**src/include/rob_consts.svh**
```systemverilog
/*
 * Sizing constants for the re-order buffer.
 * Included by the instruction package and by every RTL module that needs a
 * depth or a bus count.
 */

`ifndef ROB_CONSTS_SVH
`define ROB_CONSTS_SVH

// Number of entries, must be a power of two
`define ROB_DEPTH 8

// Entry index width, log2 of the depth
`define ROB_TAG_WIDTH 3

// Result value width
`define ROB_DATA_WIDTH 32

// PC and branch target width
`define ROB_ADDR_WIDTH 32

// Destination register index width
`define ROB_RDEST_WIDTH 5

// Number of result buses
`define ROB_CDB_DEPTH 2

// Encoding width of the op enum
`define ROB_OP_WIDTH 2

`endif

```
**src/hdl/rob_instr_pkg.sv**
```systemverilog
/*
 * Instruction-side types shared by the re-order buffer and its testbench.
 * Import with rob_instr_pkg::* in the module header.
 */

`default_nettype none

`include "rob_consts.svh"

package rob_instr_pkg;

    // Operation class of an entry
    // Loads and stores retire like any other op here
    typedef enum logic [`ROB_OP_WIDTH-1:0] {
        ROB_OP_INT = 2'd0,
        ROB_OP_BR  = 2'd1,
        ROB_OP_LD  = 2'd2,
        ROB_OP_ST  = 2'd3
    } rob_op_t;

    // Entry index, returned to the dispatcher as the tag
    typedef logic [`ROB_TAG_WIDTH-1:0] rob_tag_t;

    // Result value carried on a CDB
    typedef logic [`ROB_DATA_WIDTH-1:0] rob_data_t;

    // Instruction PC or branch target
    typedef logic [`ROB_ADDR_WIDTH-1:0] rob_addr_t;

    // Architectural destination register
    typedef logic [`ROB_RDEST_WIDTH-1:0] rob_rdest_t;

endpackage

`default_nettype wire

```
**src/hdl/rob_ctrl_pkg.sv**
```systemverilog
/*
 * Types of the retire controller.
 * Only the retire FSM imports this package.
 */

`default_nettype none

package rob_ctrl_pkg;

    // RETIRE_RUN retires ready entries from the head in program order
    // RETIRE_FLUSH lasts one cycle after a redirecting retire and empties
    // the buffer at its end
    typedef enum logic {
        RETIRE_RUN   = 1'b0,
        RETIRE_FLUSH = 1'b1
    } retire_state_t;

endpackage

`default_nettype wire

```
**src/hdl/rob_ptr_counter.sv**
```systemverilog
/*
 * Head and tail pointers of the re-order buffer.
 * An extra wrap bit on each pointer tells a full buffer from an empty one.
 */

`timescale 1ns/1ps
`default_nettype none

`include "rob_consts.svh"

module rob_ptr_counter import rob_instr_pkg::*; (
    input  wire logic     clk,
    input  wire logic     n_rst,

    input  wire logic     i_alloc_en,
    input  wire logic     i_retire_adv,
    input  wire logic     i_flush,

    output rob_tag_t      o_tail_tag,
    output rob_tag_t      o_head_tag,
    output logic          o_full,
    output logic          o_empty
);

    logic [`ROB_TAG_WIDTH:0] head_q;
    logic [`ROB_TAG_WIDTH:0] tail_q;

    assign o_tail_tag = tail_q[`ROB_TAG_WIDTH-1:0];
    assign o_head_tag = head_q[`ROB_TAG_WIDTH-1:0];

    // Same index with opposite wrap bits means the tail has lapped the head
    assign o_full  = (tail_q[`ROB_TAG_WIDTH] != head_q[`ROB_TAG_WIDTH]) &&
                     (o_tail_tag == o_head_tag);
    assign o_empty = (tail_q == head_q);

    // A flush drops every entry, so it wins over a same-cycle allocation
    always_ff @(posedge clk) begin
        if (!n_rst || i_flush) begin
            tail_q <= '0;
        end else if (i_alloc_en) begin
            tail_q <= tail_q + 1'b1;
        end
    end

    always_ff @(posedge clk) begin
        if (!n_rst || i_flush) begin
            head_q <= '0;
        end else if (i_retire_adv) begin
            head_q <= head_q + 1'b1;
        end
    end

    // The retire FSM must gate allocation with the stall it reports
    assert property (@(posedge clk) disable iff (!n_rst)
        !(i_alloc_en && o_full))
        else $error("allocation while the buffer is full");

    // The head may only move over an allocated entry
    assert property (@(posedge clk) disable iff (!n_rst)
        !(i_retire_adv && o_empty))
        else $error("head advance while the buffer is empty");

endmodule

`default_nettype wire

```
**src/hdl/rob_entry_store.sv**
```systemverilog
/*
 * Entry storage of the re-order buffer.
 * Allocation fills the tail entry, the CDBs complete entries by tag, and a
 * single read port presents the head entry to the retire FSM.
 */

`timescale 1ns/1ps
`default_nettype none

`include "rob_consts.svh"

module rob_entry_store import rob_instr_pkg::*; (
    input  wire logic       clk,
    input  wire logic       n_rst,

    // Allocation at the tail
    input  wire logic       i_alloc_en,
    input  wire rob_tag_t   i_alloc_tag,
    input  wire rob_op_t    i_enq_op,
    input  wire rob_addr_t  i_enq_pc,
    input  wire rob_rdest_t i_enq_rdest,

    // Result buses
    input  wire logic       i_cdb_en       [0:`ROB_CDB_DEPTH-1],
    input  wire rob_tag_t   i_cdb_tag      [0:`ROB_CDB_DEPTH-1],
    input  wire rob_data_t  i_cdb_data     [0:`ROB_CDB_DEPTH-1],
    input  wire rob_addr_t  i_cdb_addr     [0:`ROB_CDB_DEPTH-1],
    input  wire logic       i_cdb_redirect [0:`ROB_CDB_DEPTH-1],

    input  wire logic       i_flush,
    input  wire rob_tag_t   i_head_tag,

    // Head entry
    output logic            o_head_rdy,
    output logic            o_head_redirect,
    output rob_op_t         o_head_op,
    output rob_addr_t       o_head_pc,
    output rob_addr_t       o_head_addr,
    output rob_data_t       o_head_data,
    output rob_rdest_t      o_head_rdest
);

    logic                  entry_rdy_q      [0:`ROB_DEPTH-1];
    logic                  entry_redirect_q [0:`ROB_DEPTH-1];
    rob_op_t               entry_op_q       [0:`ROB_DEPTH-1];
    rob_addr_t             entry_pc_q       [0:`ROB_DEPTH-1];
    rob_addr_t             entry_addr_q     [0:`ROB_DEPTH-1];
    rob_data_t             entry_data_q     [0:`ROB_DEPTH-1];
    rob_rdest_t            entry_rdest_q    [0:`ROB_DEPTH-1];

    logic [`ROB_DEPTH-1:0] cdb_hit          [0:`ROB_CDB_DEPTH-1];
    logic [`ROB_DEPTH-1:0] alloc_sel;
    logic [`ROB_DEPTH-1:0] entry_hit;
    logic [`ROB_DEPTH-1:0] redirect_set;

    // One-hot entry select per CDB
    always_comb begin
        for (int c = 0; c < `ROB_CDB_DEPTH; c++) begin
            for (int i = 0; i < `ROB_DEPTH; i++) begin
                cdb_hit[c][i] = i_cdb_en[c] && (i_cdb_tag[c] == rob_tag_t'(i));
            end
        end
    end

    // Fold the CDB hits into one completion and one redirect flag per entry
    always_comb begin
        for (int i = 0; i < `ROB_DEPTH; i++) begin
            alloc_sel[i]    = i_alloc_en && (i_alloc_tag == rob_tag_t'(i));
            entry_hit[i]    = 1'b0;
            redirect_set[i] = 1'b0;
            for (int c = 0; c < `ROB_CDB_DEPTH; c++) begin
                entry_hit[i]    = entry_hit[i] | cdb_hit[c][i];
                redirect_set[i] = redirect_set[i] | (cdb_hit[c][i] & i_cdb_redirect[c]);
            end
        end
    end

    // Ready bits are the only state that must survive a flush as cleared
    always_ff @(posedge clk) begin
        for (int i = 0; i < `ROB_DEPTH; i++) begin
            if (!n_rst || i_flush || alloc_sel[i]) begin
                entry_rdy_q[i] <= 1'b0;
            end else if (entry_hit[i]) begin
                entry_rdy_q[i] <= 1'b1;
            end
        end
    end

    // Allocation starts a fresh entry, completions can only add a redirect
    always_ff @(posedge clk) begin
        for (int i = 0; i < `ROB_DEPTH; i++) begin
            if (alloc_sel[i]) begin
                entry_redirect_q[i] <= 1'b0;
                entry_op_q[i]       <= i_enq_op;
                entry_pc_q[i]       <= i_enq_pc;
                entry_rdest_q[i]    <= i_enq_rdest;
            end else begin
                entry_redirect_q[i] <= entry_redirect_q[i] | redirect_set[i];
            end
        end
    end

    // Result data and branch target from whichever bus completes the entry
    always_ff @(posedge clk) begin
        for (int i = 0; i < `ROB_DEPTH; i++) begin
            for (int c = 0; c < `ROB_CDB_DEPTH; c++) begin
                if (cdb_hit[c][i]) begin
                    entry_data_q[i] <= i_cdb_data[c];
                    entry_addr_q[i] <= i_cdb_addr[c];
                end
            end
        end
    end

    assign o_head_rdy      = entry_rdy_q[i_head_tag];
    assign o_head_redirect = entry_redirect_q[i_head_tag];
    assign o_head_op       = entry_op_q[i_head_tag];
    assign o_head_pc       = entry_pc_q[i_head_tag];
    assign o_head_addr     = entry_addr_q[i_head_tag];
    assign o_head_data     = entry_data_q[i_head_tag];
    assign o_head_rdest    = entry_rdest_q[i_head_tag];

    // Execution units never broadcast the same tag twice in one cycle
    for (genvar a = 0; a < `ROB_CDB_DEPTH; a++) begin : g_cdb_a
        for (genvar b = a + 1; b < `ROB_CDB_DEPTH; b++) begin : g_cdb_b
            assert property (@(posedge clk) disable iff (!n_rst)
                !(i_cdb_en[a] && i_cdb_en[b] && (i_cdb_tag[a] == i_cdb_tag[b])))
                else $error("two CDBs carry the same tag");
        end
    end

endmodule

`default_nettype wire

```
**src/hdl/rob_retire_fsm.sv**
```systemverilog
/*
 * Retire controller of the re-order buffer.
 * Gates allocation, retires the head in order, and runs the one-cycle
 * flush that follows a redirecting retire.
 */

`timescale 1ns/1ps
`default_nettype none

module rob_retire_fsm import rob_instr_pkg::*, rob_ctrl_pkg::*; (
    input  wire logic       clk,
    input  wire logic       n_rst,

    input  wire logic       i_enq_en,
    input  wire logic       i_full,
    input  wire logic       i_empty,
    input  wire rob_tag_t   i_head_tag,

    input  wire logic       i_head_rdy,
    input  wire logic       i_head_redirect,
    input  wire rob_op_t    i_head_op,
    input  wire rob_addr_t  i_head_pc,
    input  wire rob_addr_t  i_head_addr,
    input  wire rob_data_t  i_head_data,
    input  wire rob_rdest_t i_head_rdest,

    output logic            o_alloc_en,
    output logic            o_retire_adv,
    output logic            o_flush,
    output logic            o_rob_stall,

    output logic            o_retire_en,
    output rob_tag_t        o_retire_tag,
    output rob_data_t       o_retire_data,
    output rob_rdest_t      o_retire_rdest,
    output logic            o_redirect,
    output rob_addr_t       o_redirect_addr
);

    retire_state_t state_q;
    retire_state_t state_d;
    logic          retire_redirect;
    rob_addr_t     redirect_sel;

    assign o_flush      = (state_q == RETIRE_FLUSH);
    assign o_rob_stall  = i_full || o_flush;
    assign o_alloc_en   = i_enq_en && !o_rob_stall;
    assign o_retire_adv = (state_q == RETIRE_RUN) && i_head_rdy && !i_empty;

    assign retire_redirect = o_retire_adv && i_head_redirect;

    // Branches resume at their resolved target, anything else replays from its PC
    assign redirect_sel = (i_head_op == ROB_OP_BR) ? i_head_addr : i_head_pc;

    always_comb begin
        case (state_q)
            RETIRE_RUN:   state_d = retire_redirect ? RETIRE_FLUSH : RETIRE_RUN;
            RETIRE_FLUSH: state_d = RETIRE_RUN;
            default:      state_d = RETIRE_RUN;
        endcase
    end

    always_ff @(posedge clk) begin
        if (!n_rst) begin
            state_q     <= RETIRE_RUN;
            o_retire_en <= 1'b0;
            o_redirect  <= 1'b0;
        end else begin
            state_q     <= state_d;
            o_retire_en <= o_retire_adv;
            o_redirect  <= retire_redirect;
        end
    end

    // Retire payload is captured only when the head actually leaves
    always_ff @(posedge clk) begin
        if (o_retire_adv) begin
            o_retire_tag    <= i_head_tag;
            o_retire_data   <= i_head_data;
            o_retire_rdest  <= i_head_rdest;
            o_redirect_addr <= redirect_sel;
        end
    end

    // The flush that follows a redirect empties the buffer, so a second
    // redirect cannot come straight after
    assert property (@(posedge clk) disable iff (!n_rst)
        o_redirect |=> (!o_redirect && i_empty))
        else $error("redirect not followed by a single flush to an empty buffer");

endmodule

`default_nettype wire

```
**src/hdl/rob_top.sv**
```systemverilog
/*
 * Re-order buffer top level.
 * Connects the pointer counter, the entry store and the retire FSM.
 */

`timescale 1ns/1ps
`default_nettype none

`include "rob_consts.svh"

module rob_top import rob_instr_pkg::*; (
    input  wire logic       clk,
    input  wire logic       n_rst,

    // Dispatcher enqueue
    input  wire logic       i_enq_en,
    input  wire rob_op_t    i_enq_op,
    input  wire rob_addr_t  i_enq_pc,
    input  wire rob_rdest_t i_enq_rdest,
    output logic            o_rob_stall,
    output rob_tag_t        o_enq_tag,

    // Result buses
    input  wire logic       i_cdb_en       [0:`ROB_CDB_DEPTH-1],
    input  wire rob_tag_t   i_cdb_tag      [0:`ROB_CDB_DEPTH-1],
    input  wire rob_data_t  i_cdb_data     [0:`ROB_CDB_DEPTH-1],
    input  wire rob_addr_t  i_cdb_addr     [0:`ROB_CDB_DEPTH-1],
    input  wire logic       i_cdb_redirect [0:`ROB_CDB_DEPTH-1],

    // Retire and redirect
    output logic            o_retire_en,
    output rob_tag_t        o_retire_tag,
    output rob_data_t       o_retire_data,
    output rob_rdest_t      o_retire_rdest,
    output logic            o_redirect,
    output rob_addr_t       o_redirect_addr
);

    logic       alloc_en;
    logic       retire_adv;
    logic       flush;
    logic       full;
    logic       empty;
    rob_tag_t   head_tag;
    logic       head_rdy;
    logic       head_redirect;
    rob_op_t    head_op;
    rob_addr_t  head_pc;
    rob_addr_t  head_addr;
    rob_data_t  head_data;
    rob_rdest_t head_rdest;

    // The tail index is the tag handed back to the dispatcher
    rob_ptr_counter u_ptr (
        .clk          (clk),
        .n_rst        (n_rst),
        .i_alloc_en   (alloc_en),
        .i_retire_adv (retire_adv),
        .i_flush      (flush),
        .o_tail_tag   (o_enq_tag),
        .o_head_tag   (head_tag),
        .o_full       (full),
        .o_empty      (empty)
    );

    rob_entry_store u_store (
        .clk             (clk),
        .n_rst           (n_rst),
        .i_alloc_en      (alloc_en),
        .i_alloc_tag     (o_enq_tag),
        .i_enq_op        (i_enq_op),
        .i_enq_pc        (i_enq_pc),
        .i_enq_rdest     (i_enq_rdest),
        .i_cdb_en        (i_cdb_en),
        .i_cdb_tag       (i_cdb_tag),
        .i_cdb_data      (i_cdb_data),
        .i_cdb_addr      (i_cdb_addr),
        .i_cdb_redirect  (i_cdb_redirect),
        .i_flush         (flush),
        .i_head_tag      (head_tag),
        .o_head_rdy      (head_rdy),
        .o_head_redirect (head_redirect),
        .o_head_op       (head_op),
        .o_head_pc       (head_pc),
        .o_head_addr     (head_addr),
        .o_head_data     (head_data),
        .o_head_rdest    (head_rdest)
    );

    rob_retire_fsm u_fsm (
        .clk             (clk),
        .n_rst           (n_rst),
        .i_enq_en        (i_enq_en),
        .i_full          (full),
        .i_empty         (empty),
        .i_head_tag      (head_tag),
        .i_head_rdy      (head_rdy),
        .i_head_redirect (head_redirect),
        .i_head_op       (head_op),
        .i_head_pc       (head_pc),
        .i_head_addr     (head_addr),
        .i_head_data     (head_data),
        .i_head_rdest    (head_rdest),
        .o_alloc_en      (alloc_en),
        .o_retire_adv    (retire_adv),
        .o_flush         (flush),
        .o_rob_stall     (o_rob_stall),
        .o_retire_en     (o_retire_en),
        .o_retire_tag    (o_retire_tag),
        .o_retire_data   (o_retire_data),
        .o_retire_rdest  (o_retire_rdest),
        .o_redirect      (o_redirect),
        .o_redirect_addr (o_redirect_addr)
    );

endmodule

`default_nettype wire

```
**config.mk**
```make
export PLATFORM = sky130hd
export DESIGN_NAME = rob_top
export DESIGN_NICKNAME = d
export VERILOG_FILES = /design/src/hdl/rob_instr_pkg.sv /design/src/hdl/rob_ctrl_pkg.sv /design/src/hdl/rob_ptr_counter.sv /design/src/hdl/rob_entry_store.sv /design/src/hdl/rob_retire_fsm.sv /design/src/hdl/rob_top.sv
export VERILOG_INCLUDE_DIRS = /design/src /design/src/include
export SDC_FILE = /design/constraint.sdc
export NUM_CORES = 1
export LEC_CHECK = 0
export BUFFER_PORTS_ARGS = -buffer_cell sky130_fd_sc_hd__buf_2
export CORE_ASPECT_RATIO = 1.2
export CORE_MARGIN = 3
export CORE_UTILIZATION = 46
export CTS_CLUSTER_SIZE = 12
export DETAILED_ROUTE_END_ITERATION = 6
export GPL_ROUTABILITY_DRIVEN = 0
export PLACE_DENSITY = 0.67
export SLEW_MARGIN = 20
export SYNTH_ARGS = -nofsm -noshare
export SYNTH_HDL_FRONTEND = slang
export SYNTH_HIERARCHICAL = 1
export SYNTH_SLANG_ARGS = --single-unit
```
**constraint.sdc**
```tcl
create_clock -name clk -period 9.1 [get_ports clk]
set_clock_uncertainty 0.05 [all_clocks]
set_input_delay 0.455 -clock clk [delete_from_list [all_inputs] [get_ports clk]]
set_output_delay 0.455 -clock clk [all_outputs]
set_load 0.05 [all_outputs]
```
==> summary.txt <==
Worst setup path
  • Endpoint class of the critical path: register
  • Reg2reg path depth: 8
  • Crit path cell chain: buf_4 -> buf_4 -> mux4_2 -> mux2_2 -> nor3b_2 -> buf_4 -> nand4_1 -> mux2i_1
  • CP Depth: 8
  • CP delay by family, top: buffers and inverters
  • Number of buffer and inverter stages on the critical path: 3
  • Slowest stage delay, CP: 0.92 ns
  • CP Data Required Time: 9.58 ns
  • CP Class: reg2reg
  • Highest-delay cell along the critical path: buf_4
  • Crit path max fanout: ~70
  • Worst setup SP type: register
  • Worst Path Arrival: 4.68 ns
  • Most frequent CP cell: buf_4

Final layout
  • Layout area overhead: 12.1%
  • Nets: 2889
  • Share of layout cells above drive strength 1: 0.314
  • Register Area: 0.0275 sq mm
  • Most frequent cells in the layout: edfxtp_1 (903), nand2_1 (582), mux2_2 (282)
  • Most common cell after layout, fill and taps aside: edfxtp_1
  • Multi-input logic area: 0.0134 sq mm
  • Fillers: approximately 7k

Routing
  • DRC violations left: 0
  • Total Wirelength: 110 mm
  • DR WL/cell: 27.8 microns
  • Vias per std cell: 5.94
  • Pre-Repair DR Iteration Count: 7
  • Routed vias: 23.5k
  • DR iter-0 viols: 2056
  • DRT antenna net count: 0

GRT
  • GRT Total Usage: 0.232
  • Antenna violations before repair: 55
  • Global route overflow: 0
  • Global-route wire length before repair: 161 mm
  • Largest net degree at the start of global routing: 119
  • Number of global-route vias before repair: 24.2k

Place
  • IO Port Bufs: 257
  • DP HPWL: around 62 mm

Yosys
  • Most used DFF post-synth: edfxtp_1
  • Ys async rst share: 0
  • Register area share after synthesis: 0.656
  • Yosys warnings: 6
  • Netlist cell types: 51
  • Syn Area/Cell: 17.2 sq um
  • Mapped Area: around 0.042 sq mm
  • Syn Inst Count: 2442
  • EDFF count, synth: between 900 and 1k
  • Synth Net Count: 2624
  • Yosys reg bits: roughly 920

Floorplanning
  • Core area: 0.0899 sq mm
  • Top Ports: 258
  • Starting Density: 0.467
  • Die Wd: between 200 and 300 microns
  • Full die area: 0.0949 sq mm
  • Cell Rows: 120
  • Die Height: about 340 microns

Timing
  • FMAX: 0.238 GHz
  • Relative slew margins: 0.261
  • Sum Neg Setup Slack: 0 ns
  • Slew Viols, Final: 0
  • Final worst path period need: 4.20 ns
  • Least-Margin Pin Slew: 1.11 ns
  • Unrepaired setup endpoints after global routing: false
  • Worst Hold Slack: 0.0333 ns
  • Final hold vios: 0
  • Final Cycle Share: 0.462
  • Final setup vio count: 0

Pwr
  • Pwr/cell area: between 200 and 250 mW/mm^2
  • Worst vdd ir: between 0.1 and 0.15 mV
  • Leak Pwr: 0.0163 uW

CTS
  • Root buffer cell: clkbuf_16
  • H-tree depth: 3
  • CTS clk-pin slew, worst paths: around 0.060 ns
  • CTS Buf Count: 93
  • Post_cts resized: 0
  • Clk sinks: approximately 920
  • CTS tree: done
  • Worst-Skew Late Latency: 0.66 ns
  • Longest Clk Path Bufs: 3

Min path
  • Hold Path Depth: 1
  • Hold crit path type: in2reg

Job
  • Total of max-cap violations: 0

Outcome
  • Outcome: completed
[per-layer routing]
layer,GRT usage,routed length (microns)
met1,0.308,44100
met2,0.384,54100
met3,0.0499,8610
met4,0.0721,2980
met5,0,152
[cell usage after synthesis (all sizes together), types with 2 or more instances]
cell type | count | area (sq um)
buf | 106 | 937
or3b | 2 | 17.5
or2 | 2 | 12.5
nor3 | 8 | 40.0
nor2b | 3 | 26.3
and4 | 2 | 17.5
nand3b | 4 | 30.0
nor3b | 3 | 22.5
and4b | 5 | 50.1
nor4bb | 4 | 40.0
mux2 | 457 | 5260
clkbuf | 46 | 173
nor2 | 16 | 60.1
a21bo | 2 | 20.0
nand2b | 2 | 12.5
xor2 | 3 | 26.3
inv | 9 | 33.8
nand4b | 3 | 26.3
nor4b | 4 | 41.3
dfxtp | 20 | 400
nand2 | 582 | 2180
and4bb | 4 | 50.1
nand3 | 3 | 15.0
a21oi | 12 | 60.1
mux2i | 4 | 40.0
edfxtp | 903 | 27100
nand4 | 4 | 25.0
xnor2 | 3 | 26.3
ha | 2 | 25.0
and2 | 2 | 12.5
a221oi | 4 | 35.0
mux4 | 210 | 5080
[where the power goes]
group | internal (uW) | total (uW) | switching [uW]
clock | 1930 | 3510 | 1580
combinational | 575 | 1300 | 725
sequential | 4970 | 5050 | 86.0
total | 7470 | 9860 | 2390
[path summary, 6_finish.rpt]
| kind | start | end | slack, ns |
|---|---|---|---|
| setup reg to reg | u_ptr/head_q[1] | u_ptr/head_q[3] | 4.90 |
| setup / recovery | u_ptr/head_q[1] | u_ptr/head_q[3] | 4.90 |
| hold reg to reg | u_store/entry_redirect_q[4] | u_store/entry_redirect_q[4] | 0.44 |
| hold / removal | i_enq_pc[1] | u_store/entry_pc_q[7][1] | 0.03 |
[through the flow]
stage          setup slack [ns]  std cells  instance area (sq um)  utilization  total power, uW
5_1_grt                    4.59       3932                  47000        0.523            10200
3_3_place_gp               4.83       3748                  44100        0.490             6390
4_1_cts                    4.76       3918                  47000        0.522             9950
6_report                   4.90       3954                  47100        0.523             9860
2_1_floorplan              1.12       2442                  42000            -             6120
3_5_place_dp               4.77       3748                  44100        0.490             6440
[timing repair]
item | 4_1_cts | 5_1_grt
hold endpoints to repair | 141 | 0
hold buffers | 22 | 0
setup buffers | 0 | 0
[flip-flops by register name, indices dropped and copies added (netlist names)]
signal,flops
u_store/entry_addr_q,256
u_store/entry_data_q,256
u_store/entry_pc_q,256
u_store/entry_rdest_q,40
u_fsm/o_redirect_addr,32
u_fsm/o_retire_data,32
u_store/entry_op_q,16
u_store/entry_rdy_q,8
u_store/entry_redirect_q,8
u_fsm/o_retire_rdest,5
u_ptr/head_q,4
u_ptr/tail_q,4
u_fsm/o_retire_tag,3
u_fsm/o_flush,1
u_fsm/o_redirect,1
u_fsm/o_retire_en,1
[area by class of cell]
type,count,area share
well taps,1159,0.0308
inverters,9,0.00104
clock buffers,117,0.0523
diodes,35,0.00186
flip-flops and latches,923,0.585
multi-input cells,1358,0.285
clock inverters,31,0.00489
repair buffers,322,0.0394
[logic make-up after synthesis]
| logic type | share of synthesized area |
|---|---|
| xor gates and xnor gates | 0.00125 |
| buffers and inverters | 0.0272 |
| muxes | 0.247 |
| DFF | 0.656 |
| and+or+nand+nor | 0.0646 |
| AOI/OAI and AO/OA | 0.00349 |
| adders and majority gates | 0.000596 |
No activity file was read; power rests on OpenSTA's default activity.
